`src/logic/cpu_fetch_defines.svh`:
```
`ifndef CPU_FETCH_DEFINES_SVH
`define CPU_FETCH_DEFINES_SVH

// Program counter value after reset
`define CPU_RESET_PC 32'h0000_0000

// Direct-mapped cache size in lines, one word per line
// Must stay a power of two
`define CPU_ICACHE_LINES 16

// Data and address width of the core
`define CPU_XLEN 32

`endif

```
`src/logic/cpu_fetch_pkg.sv`:
```
`include "cpu_fetch_defines.svh"

`default_nettype none

package cpu_fetch_pkg;

	// Address or instruction word
	typedef logic [`CPU_XLEN-1:0] word_t;

	// Control-flow class of a fetched instruction
	// Anything other than sequential parks fetch until a jump arrives
	typedef enum logic [2:0] {
		CLASS_SEQUENTIAL,
		CLASS_JUMP,
		CLASS_BRANCH,
		CLASS_TRAP,
		CLASS_RETURN,
		CLASS_WAIT
	} instr_class_t;

	// Fetch FSM states
	typedef enum logic {
		WAIT_ICACHE,
		WAIT_JUMP
	} fetch_state_t;

	// Record handed to decode
	// Tag counts records modulo 256, a changed tag marks a new record
	typedef struct packed {
		logic [7:0] tag;
		word_t pc;
		word_t instruction;
		instr_class_t iclass;
	} fetch_data_t;

endpackage

`default_nettype wire

```
`src/logic/cpu_instr_classify.sv`:
```
`default_nettype none
`timescale 1ns/100ps

module cpu_instr_classify (
	input wire cpu_fetch_pkg::word_t i_instruction,
	output cpu_fetch_pkg::instr_class_t o_class
);
	import cpu_fetch_pkg::*;

	// Major opcodes that affect control flow
	localparam logic [6:0] OPCODE_JAL = 7'b1101111;
	localparam logic [6:0] OPCODE_JALR = 7'b1100111;
	localparam logic [6:0] OPCODE_BRANCH = 7'b1100011;
	localparam logic [6:0] OPCODE_SYSTEM = 7'b1110011;

	// funct12 of the privileged SYSTEM instructions
	localparam logic [11:0] FUNCT12_ECALL = 12'h000;
	localparam logic [11:0] FUNCT12_MRET = 12'h302;
	localparam logic [11:0] FUNCT12_WFI = 12'h105;

	logic [6:0] opcode;
	logic [2:0] funct3;
	logic [11:0] funct12;

	assign opcode = i_instruction[6:0];
	assign funct3 = i_instruction[14:12];
	assign funct12 = i_instruction[31:20];

	always_comb begin
		o_class = CLASS_SEQUENTIAL;
		case (opcode)
			OPCODE_JAL, OPCODE_JALR: o_class = CLASS_JUMP;
			OPCODE_BRANCH: o_class = CLASS_BRANCH;
			OPCODE_SYSTEM: begin
				// CSR accesses have nonzero funct3 and fall through as sequential
				if (funct3 == 3'b000) begin
					case (funct12)
						FUNCT12_ECALL: o_class = CLASS_TRAP;
						FUNCT12_MRET: o_class = CLASS_RETURN;
						FUNCT12_WFI: o_class = CLASS_WAIT;
						default: o_class = CLASS_SEQUENTIAL;
					endcase
				end
			end
			default: o_class = CLASS_SEQUENTIAL;
		endcase
	end

endmodule

`default_nettype wire

```
`src/logic/cpu_icache.sv`:
```
`include "cpu_fetch_defines.svh"

`default_nettype none
`timescale 1ns/100ps

module cpu_icache (
	input wire logic i_clock,
	input wire logic i_reset,

	// Lookup from fetch
	input wire cpu_fetch_pkg::word_t i_pc,
	input wire logic i_stall,
	output cpu_fetch_pkg::word_t o_rdata,
	output logic o_ready,

	// Word bus
	output logic o_bus_request,
	output cpu_fetch_pkg::word_t o_bus_address,
	input wire logic i_bus_ready,
	input wire cpu_fetch_pkg::word_t i_bus_rdata
);
	import cpu_fetch_pkg::*;

	localparam int LINES = `CPU_ICACHE_LINES;
	localparam int INDEX_W = $clog2(LINES);
	localparam int ADDR_W = $bits(word_t);
	localparam int TAG_W = ADDR_W - INDEX_W - 2;

	logic [LINES-1:0] valid;
	logic [TAG_W-1:0] tag_mem [LINES];
	word_t data_mem [LINES];

	logic [INDEX_W-1:0] lookup_index;
	logic [TAG_W-1:0] lookup_tag;
	logic hit;
	logic miss_start;

	// Refill word waits one cycle here before the line write
	logic fill_pending;
	word_t fill_data;
	logic [INDEX_W-1:0] fill_index;
	logic [TAG_W-1:0] fill_tag;

	assign lookup_index = i_pc[INDEX_W+1:2];
	assign lookup_tag = i_pc[ADDR_W-1:INDEX_W+2];
	assign fill_index = o_bus_address[INDEX_W+1:2];
	assign fill_tag = o_bus_address[ADDR_W-1:INDEX_W+2];

	always_comb begin
		hit = valid[lookup_index] && (tag_mem[lookup_index] == lookup_tag);
		o_ready = hit && !i_stall;
		o_rdata = data_mem[lookup_index];
	end

	// New refill only when the bus and the write slot are both idle
	assign miss_start = !hit && !o_bus_request && !fill_pending;

	always_ff @(posedge i_clock) begin
		if (i_reset) begin
			o_bus_request <= 1'b0;
			fill_pending <= 1'b0;
		end
		else begin
			fill_pending <= 1'b0;
			if (o_bus_request) begin
				// Request falls the cycle after the ready pulse
				if (i_bus_ready) begin
					o_bus_request <= 1'b0;
					fill_pending <= 1'b1;
				end
			end
			else if (miss_start) begin
				o_bus_request <= 1'b1;
			end
		end
	end

	// Miss address stays stable for the whole request
	always_ff @(posedge i_clock) begin
		if (miss_start)
			o_bus_address <= {i_pc[ADDR_W-1:2], 2'b00};
		if (o_bus_request && i_bus_ready)
			fill_data <= i_bus_rdata;
	end

	always_ff @(posedge i_clock) begin
		if (i_reset)
			valid <= '0;
		else if (fill_pending)
			valid[fill_index] <= 1'b1;
	end

	always_ff @(posedge i_clock) begin
		if (fill_pending) begin
			tag_mem[fill_index] <= fill_tag;
			data_mem[fill_index] <= fill_data;
		end
	end

endmodule

`default_nettype wire

```
`src/logic/cpu_fetch.sv`:
```
`include "cpu_fetch_defines.svh"

`default_nettype none
`timescale 1ns/100ps

module cpu_fetch (
	input wire logic i_clock,
	input wire logic i_reset,

	// Jump command from execute
	input wire logic i_jump,
	input wire cpu_fetch_pkg::word_t i_jump_pc,

	// Interrupt dispatch
	input wire logic i_irq_pending,
	input wire cpu_fetch_pkg::word_t i_irq_pc,
	output logic o_irq_dispatched,
	output cpu_fetch_pkg::word_t o_irq_epc,

	// Word bus
	output logic o_bus_request,
	output cpu_fetch_pkg::word_t o_bus_address,
	input wire logic i_bus_ready,
	input wire cpu_fetch_pkg::word_t i_bus_rdata,

	// Decode side
	input wire logic i_decode_busy,
	output cpu_fetch_pkg::fetch_data_t o_data
);
	import cpu_fetch_pkg::*;

	fetch_state_t state;
	word_t pc;
	fetch_data_t data_current;
	fetch_data_t data_hold;

	word_t icache_rdata;
	logic icache_ready;
	logic icache_stall;
	instr_class_t instr_class;

	// No lookups while decode is busy or while parked on a jump
	assign icache_stall = i_decode_busy || (state != WAIT_ICACHE);

	cpu_icache cpu_icache_inst (
		.i_clock(i_clock),
		.i_reset(i_reset),
		.i_pc(pc),
		.i_stall(icache_stall),
		.o_rdata(icache_rdata),
		.o_ready(icache_ready),
		.o_bus_request(o_bus_request),
		.o_bus_address(o_bus_address),
		.i_bus_ready(i_bus_ready),
		.i_bus_rdata(i_bus_rdata)
	);

	cpu_instr_classify cpu_instr_classify_inst (
		.i_instruction(icache_rdata),
		.o_class(instr_class)
	);

	// Hold buffer trails the fetch register by one accepted cycle
	assign o_data = i_decode_busy ? data_hold : data_current;

	always_ff @(posedge i_clock) begin
		if (i_reset)
			data_hold <= '0;
		else if (!i_decode_busy)
			data_hold <= data_current;
	end

	always_ff @(posedge i_clock) begin
		if (i_reset) begin
			state <= WAIT_ICACHE;
			pc <= `CPU_RESET_PC;
			data_current <= '0;
			o_irq_dispatched <= 1'b0;
		end
		else begin
			o_irq_dispatched <= 1'b0;
			// Interrupt wins over hits and jumps
			if (i_irq_pending) begin
				o_irq_dispatched <= 1'b1;
				o_irq_epc <= pc;
				pc <= i_irq_pc;
				state <= WAIT_ICACHE;
			end
			else begin
				case (state)
					WAIT_ICACHE: begin
						if (icache_ready) begin
							data_current.tag <= data_current.tag + 8'd1;
							data_current.pc <= pc;
							data_current.instruction <= icache_rdata;
							data_current.iclass <= instr_class;
							// pc stays on the control-flow instruction
							if (instr_class != CLASS_SEQUENTIAL)
								state <= WAIT_JUMP;
							else
								pc <= pc + 32'd4;
						end
					end
					WAIT_JUMP: begin
						if (i_jump) begin
							pc <= i_jump_pc;
							state <= WAIT_ICACHE;
						end
					end
				endcase
			end
		end
	end

endmodule

`default_nettype wire

```
`src/logic/cpu_fetch_top.sv`:
```
`default_nettype none
`timescale 1ns/100ps

module cpu_fetch_top (
	input wire logic i_clock,
	input wire logic i_reset,

	input wire logic i_jump,
	input wire cpu_fetch_pkg::word_t i_jump_pc,

	input wire logic i_irq_pending,
	input wire cpu_fetch_pkg::word_t i_irq_pc,
	output logic o_irq_dispatched,
	output cpu_fetch_pkg::word_t o_irq_epc,

	output logic o_bus_request,
	output cpu_fetch_pkg::word_t o_bus_address,
	input wire logic i_bus_ready,
	input wire cpu_fetch_pkg::word_t i_bus_rdata,

	input wire logic i_decode_busy,
	output cpu_fetch_pkg::fetch_data_t o_data
);

	// Fetch stage with its cache and classifier
	cpu_fetch cpu_fetch_inst (
		.i_clock(i_clock),
		.i_reset(i_reset),
		.i_jump(i_jump),
		.i_jump_pc(i_jump_pc),
		.i_irq_pending(i_irq_pending),
		.i_irq_pc(i_irq_pc),
		.o_irq_dispatched(o_irq_dispatched),
		.o_irq_epc(o_irq_epc),
		.o_bus_request(o_bus_request),
		.o_bus_address(o_bus_address),
		.i_bus_ready(i_bus_ready),
		.i_bus_rdata(i_bus_rdata),
		.i_decode_busy(i_decode_busy),
		.o_data(o_data)
	);

endmodule

`default_nettype wire

```
`config.mk`:
```
export PLATFORM = sky130hd
export DESIGN_NAME = cpu_fetch_top
export DESIGN_NICKNAME = d
export VERILOG_FILES = /design/src/logic/cpu_fetch_pkg.sv /design/src/logic/cpu_instr_classify.sv /design/src/logic/cpu_icache.sv /design/src/logic/cpu_fetch.sv /design/src/logic/cpu_fetch_top.sv
export VERILOG_INCLUDE_DIRS = /design/src /design/src/logic
export SDC_FILE = /design/constraint.sdc
export NUM_CORES = 1
export LEC_CHECK = 0
export BUFFER_PORTS_ARGS = -buffer_cell sky130_fd_sc_hd__buf_2
export CAP_MARGIN = 40
export CORE_MARGIN = 8
export CORE_UTILIZATION = 51
export CTS_CLUSTER_DIAMETER = 80
export DETAILED_ROUTE_END_ITERATION = 6
export GPL_TIMING_DRIVEN = 0
export PLACE_DENSITY = 0.71
export SLEW_MARGIN = 20
export SYNTH_ARGS = -nofsm -noshare
export SYNTH_HDL_FRONTEND = slang
export SYNTH_HIERARCHICAL = 1
export SYNTH_SLANG_ARGS = --single-unit
```
`constraint.sdc`:
```
create_clock -name i_clock -period 7.95 [get_ports i_clock]
set_input_delay 0.795 -clock i_clock [delete_from_list [all_inputs] [get_ports i_clock]]
set_output_delay 0.795 -clock i_clock [all_outputs]
set_load 0.02 [all_outputs]
```
Word-level counts from Yosys, hierarchy flattened
Memories as Yosys holds them, arrays and structs flattened. A register that Yosys moved wholly into a read port is not among the register bits.
Index checks and enable logic that the tools add are counted.
W data, S select, Z words.
{"block": "word_totals", "reg_bits": 296, "ramBits": 928, "in_bits": 102, "out_inout_bits": 141, "n_memories": 2}
{"block": "op_classes", "n_addsub": 2, "n_lt_le_gt_ge": 3, "eq_ne": 10, "n_mux": 28, "bitwise_logic": 5, "reduce_logical": 20}
{"name": "cpu_fetch_inst.cpu_icache_inst.data_mem", "words": 16, "word_bits": 32, "read_ports": 1, "rd_clocked_by_memory_dff": 1, "write_ports": 1, "line": "cpu_icache.sv:31", "source": "word_t data_mem [LINES];"}
{"name": "cpu_fetch_inst.cpu_icache_inst.tag_mem", "words": 16, "word_bits": 26, "read_ports": 1, "rd_clocked_by_memory_dff": 1, "write_ports": 1, "line": "cpu_icache.sv:30", "source": "logic [TAG_W-1:0] tag_mem [LINES];"}
{"cell": "$mux W32", "n": 4}
{"cell": "$mux W75", "n": 1}
{"cell": "$pmux W32 S2", "n": 1}
{"cell": "$add A32 B3 Y32 const B", "n": 1}
{"cell": "$eq A7 B7 Y1 const B", "n": 4}
{"cell": "$eq A26 B26 Y1", "n": 1}
{"cell": "$pmux W3 S3", "n": 2}
{"cell": "$mux W4", "n": 4}
{"cell": "$or A16 B16 Y16", "n": 1}
{"cell": "$eq A12 B10 Y1 const B", "n": 1}
{"cell": "$eq A12 B9 Y1 const B", "n": 1}
{"cell": "$logic_not A12 Y1", "n": 1}
{"cell": "$mux W1", "n": 12}
{"cell": "$lt A4 B5 Y1 const B", "n": 2}
{"cell": "$ne A3 B3 Y1 const B", "n": 3}
{"cell": "$add A8 B1 Y8 const B", "n": 1}
{"cell": "$logic_and A1 B1 Y1", "n": 6}
{"cell": "$reduce_and A3 Y1", "n": 2}
{"cell": "$reduce_or A2 Y1", "n": 3}
{"cell": "$bmux W1 S4", "n": 1}
{"cell": "$demux W1 S4", "n": 1}
{"cell": "$ge A4 B1 Y1 const B", "n": 1}
{"cell": "$logic_not A1 Y1", "n": 4}
{"cell": "$not A1 Y1", "n": 4}
{"cell": "6 further kinds", "n": 6}

Logic depth before layout (Yosys ltp)
{"block": "depth", "depth_word": 11, "depth_mapped": 19}

By module
The synthesis kept the hierarchy.
{"mod": "cpu_icache", "n_inst": 1, "cells_each": 1580, "area_each_um2": 38236.7}
{"mod": "cpu_fetch", "n_inst": 1, "cells_each": 946, "area_each_um2": 8929.8}
{"mod": "cpu_instr_classify", "n_inst": 1, "cells_each": 19, "area_each_um2": 152.6}

Worst setup path after synthesis
OpenSTA, ideal clock, no wires.
{"block": "synth_path", "path_type": "flip-flop to flip-flop", "from": "register cpu_fetch_inst.cpu_icache_inst.o_bus_address[2]", "to": "memory cpu_fetch_inst/cpu_icache_inst/data_mem[0][0] (netlist name) (enable)", "setup_time_ns": 0.548, "arrival_time_ns": 5.055, "setup_slack_ns": 2.348, "path_stages_with_launch": 3, "path_buffers": 0, "path_cell_list": "edfxtp_1 or3b_2 nor3_1"}
{"item": "start, declared", "line": "cpu_icache.sv:18", "source": "output cpu_fetch_pkg::word_t o_bus_address,"}
{"item": "start signal, assigned", "line": "cpu_icache.sv:81", "source": "o_bus_address <= {i_pc[ADDR_W-1:2], 2'b00};"}
{"item": "end, declared", "line": "cpu_icache.sv:31"}
Straight into the memory's write port.

Worst setup path in the final report
{"block": "layout_path", "from": "register cpu_fetch_inst.pc[3]", "to": "register cpu_fetch_inst.pc[18]"}
{"block": "layout_between", "elab_chain_len": 6}
{"item": "start, declared", "line": "cpu_fetch.sv:33", "source": "word_t pc;"}
{"item": "start signal, assigned", "line": "cpu_fetch.sv:76", "source": "pc <= `CPU_RESET_PC;"}
{"item": "start signal, assigned", "line": "cpu_fetch.sv:86", "source": "pc <= i_irq_pc;"}
{"item": "start signal, assigned", "line": "cpu_fetch.sv:101", "source": "pc <= pc + 32'd4;"}
{"item": "branches (longest 6 deep; another with $add A32 B3 Y32)"}
Several ways; the timed one is not identified. The select of a mux whose other input is x is not followed.
A chain may end at the register's enable or synchronous reset.

==> impl.org <==
** Outcome
- Status :: finished, final reports clean

** Timing
- Max Freq :: 131.6 MHz
- On the final layout, the worst clock skew is 0.03029 ns.
- Setup repair after global routing missed its margin :: no
- Measured against its own limit, the worst slew margin works out to 0.3969.
- The worst path meets setup with 0.3535 ns of slack.
- Max-slew violation total from the final report :: 0
- Period utilization :: 0.9555
- Setup violations remaining at the end of the flow were counted as 0.
- Worst hold slack :: around 0.29 ns
- After layout, the minimum clock period comes to between 7 and 8 ns.
- At the pin with the least slew margin, the transition time is between 0.9 and 1 ns.
- Hold Vio Cnt, Final :: 0

** Yosys
- Synth Flop Type :: edfxtp_1
- Of the total synthesized cell area, the portion taken by full adders, half adders and majority gates is 0.0005288.
- After synthesis, the share of flip-flops with an asynchronous set or reset is 0.
- In this run, synthesis inferred 1022 flip-flops with an integrated enable.
- Yosys printed 6 warnings.
- Of the total synthesized cell area, the portion taken by XOR and XNOR cells is 0.006663.
- Post-Syn Area per Cell :: 18.59 um2
- Summing every instance area after synthesis gives between 40000 and 50000 um2.
- Of the post-synthesis cell area, the dominant cell type holds 0.6486.
- For this run, the register share of the synthesized area comes to 0.7340.
- Compound-cell area share of the yosys netlist :: 0.02864
- Counting every instance in the synthesized netlist gives around 2500.
- Count of distinct cell types in the synthesized netlist :: 84
- In this run, synthesis produced a sequential element count of approximately 1200.
- Largest area contributor in the synthesized netlist :: edfxtp_1
- Cell types occupying the most area after synthesis :: edfxtp_1 65%, mux4_2 11%, dfxtp_1 8.5%
- Mux contribution to synthesized area :: 0.1615
- Post-synthesis share of cell area spent on and, or, nand and nor gates :: 0.05336
- Combinational family with the most area after synthesis :: multiplexers

** Placed design
- # placed instances :: between 4000 and 5000
- Routability-driven placement congestion ratio :: 0.8873
- At the placement stage, the worst setup path has a slack of 0.5648 ns.
- After legalization and detailed placement, the total HPWL measured slightly above 90000 um.
- IO Port Bufs :: between 200 and 250
- Summing all placed instances gives a cell area of between 50000 and 60000 um2.

** Global routing
- Summed over all layers, the global routing overflow is 0.
- Number of global-route vias before repair :: between 20000 and 30000
- Entering global routing, the biggest net connects 34 pins.
- The number of antenna violations at the first check in global routing was 1.
- The first global-routing pass estimated approximately 190000 um of wire.
- Overall Global Routing Usage :: 0.2541

** Finish
- Leaving out fill and tap cells, the most frequent cell in the layout is edfxtp_1.
- In the layout the commonest cells are 1022 x edfxtp_1, 277 x buf_2, 235 x mux4_2.
- Registers take between 30000 and 40000 um2.
- At the end of the flow the core is filled with cells to 0.6086.
- Proportion of layout cells with a drive suffix above 1 :: 0.3057
- In the final layout, the multi-input gates occupy 12000 um2.
- Counting the fill cells in the layout gives between 6000 and 7000.
- The net count of the finished layout is roughly 3100.
- The finished cells cover roughly 56000 um2.
- Once layout is complete, the cells apart from fillers number around 4400.
- From synthesis to final layout, the design area changed by 18.06%.

** Routing
- Violation count after the first detailed-route iteration :: between 3000 and 4000
- Wire length after detailed routing :: approximately 130000 um
- Dividing the detail-routed wire length by the instance count gives 30.55 um.
- The first TritonRoute pass finished after 7 iterations.
- ANT nets after route :: 0
- Vias per Instance :: about 6.2
- Detailed routing inserted a total of ~27000 vias.
- Remaining routing DRC violations :: 0

** Floorplan
- The die is about 320 um tall.
- The floorplan step set the die width to between 300 and 400 um.
- Pin placement for this block handled roughly 240 I/O pins.
- The initial utilization of the core area, before any placement, comes to 0.5154.
- After floorplanning, the core was divided into roughly 110 placement rows.
- The total area inside the core boundary comes to between 90000 and 100000 um2.
- The die covers between 100000 and 150000 um2.

** Power
- Largest vdd supply drop :: 0.1614 mV
- Standby leakage power :: ~19 nW
- Power density over the cells :: 240.2 nW/um2

** Critical path
- At the worst endpoint, the arrival time is 8.20 ns.
- Of all nets on the critical path, the largest fanout is 10.
- WS Path Type :: reg -> reg
- The cell that appears most often on the critical path is buf_2.
- STA classifies the critical path startpoint as a flip-flop.
- The slowest stage of the critical path is the clkbuf_1 cell.
- Worst-path cell chain :: buf_2, buf_2, buf_1, clkbuf_1, clkbuf_1, mux4_2, mux4_2, nor3b_1, nand4b_1, nor4b_2, or4b_1, buf_2, nor2_2, buf_2, a21oi_1, o21ai_0, a211oi_1
- The worst setup path is captured at a flip-flop.
- STA puts the critical path data required time at between 8 and 9 ns.
- Largest stage delay, worst path :: between 0.7 and 0.8 ns

** Clock network
- Clock latency on the worst-skew pair :: 0.69 ns
- Clock Root Buffer :: clkbuf_16
- CTS tree :: yes
- Total number of clock tree sinks :: between 1000 and 1500
- The longest clock path from root to sink contains 3 buffers.
- The number of setup buffers added after CTS is 0.
- TritonCTS created ~120 clock buffers.
- After clock tree synthesis, the clock-pin slew on the worst setup and hold paths is roughly 0.070 ns.
- Once the clock tree was built, the resizer swapped 0 gates to a different size.
- Post-CTS Hold Buffers :: 0
- H-tree Lvls :: 3

** Flow run
- Max-cap violations in this run came to 0.

** Hold path
- Path category of the worst min-delay check :: in -> reg
cells by family after synthesis:
group,after synthesis
and+or+nand+nor,495
DFF,1224
xor gates and xnor gates,36
muxes,418
AOI/OAI and AO/OA,216
other,1
buffers and inverters,153
adders and majority gates,2
critical path, delay by kind of cell (launching register included):
| kind | cells | cell delay, ns |
|---|---|---|
| AOI/OAI and AO/OA | 3 | 0.61 |
| DFF | 1 | 0.67 |
| muxes | 2 | 0.93 |
| and+or+nand+nor | 5 | 1.99 |
| buffers and inverters | 7 | 3.28 |
where the power goes:
part | switching, mW | total [mW] | internal, mW
Clock | 2.34 | 5.43 | 3.09
Combinational | 0.457 | 0.776 | 0.319
Sequential | 0.158 | 7.21 | 7.06
Total | 2.95 | 13.4 | 10.5
worst paths after layout:
kind	to	start	cells after the start	slack, ns
worst max-delay path	cpu_fetch_inst/pc[18]	cpu_fetch_inst/pc[3]	17	0.35
worst min-delay path	cpu_fetch_inst/cpu_icache_inst/fill_data[1]	i_bus_rdata[1]	1	0.29
worst max register to register	cpu_fetch_inst/pc[18]	cpu_fetch_inst/pc[3]	17	0.35
worst min register to register	cpu_fetch_inst/data_current[43]	cpu_fetch_inst/data_current[43]	2	0.46
through the flow:
stage	power [mW]	TNS, ns
after CTS	13.47	0
final	13.42	0
after detailed placement	8.109	0
after floorplan	7.738	0
after global placement	8.059	-747.95
after global routing	13.75	0
routing by layer:
metal	GRT usage	share of wire	up-vias
met2	0.4067	0.47	1759
met4	0.08177	0.032	0
met1	0.3461	0.38	14050
met5	0	0	-
met3	0.05951	0.11	268
li1	-	-	11160
registers in the layout (all words and copies together), names as in the netlist, 16 cells and up:
signal	flops
cpu_fetch_inst/cpu_icache_inst/data_mem	512
cpu_fetch_inst/cpu_icache_inst/fill_data	32
cpu_fetch_inst/cpu_icache_inst/o_bus_address	30
cpu_fetch_inst/cpu_icache_inst/tag_mem	416
cpu_fetch_inst/cpu_icache_inst/valid	16
cpu_fetch_inst/data_current	75
cpu_fetch_inst/data_hold	75
cpu_fetch_inst/o_irq_epc	32
cpu_fetch_inst/pc	32
cell usage after synthesis, types with 6 or more instances:
cell type	n
inv_1	11
buf_4	11
mux2i_1	69
a31oi_1	6
xor2_1	16
o21ai_0	27
nand4_1	20
buf_1	16
a22oi_1	6
and2_1	52
nand2_1	176
mux2_2	89
nor2b_1	29
nor2_1	90
xnor2_1	20
dfxtp_1	202
mux4_2	235
edfxtp_1	1022
clkbuf_1	71
nor4_1	15
nand3b_1	6
buf_2	37
a21oi_1	95
nand2b_1	10
mux4_1	25
a211oi_1	8
nor3_1	32
nand3_1	17
o22ai_1	17
layout make-up:
class,count,share of cell area
Antenna cell,4,0.0001792
Buffer,140,0.01205
Clock buffer,151,0.05592
Clock inverter,67,0.01122
Inverter,13,0.0008735
Multi-Input combinational cell,1169,0.2148
Sequential cell,1224,0.6217
Tap cell,1243,0.02784
Timing Repair Buffer,357,0.05534
No activity file was read; power rests on OpenSTA's default activity.
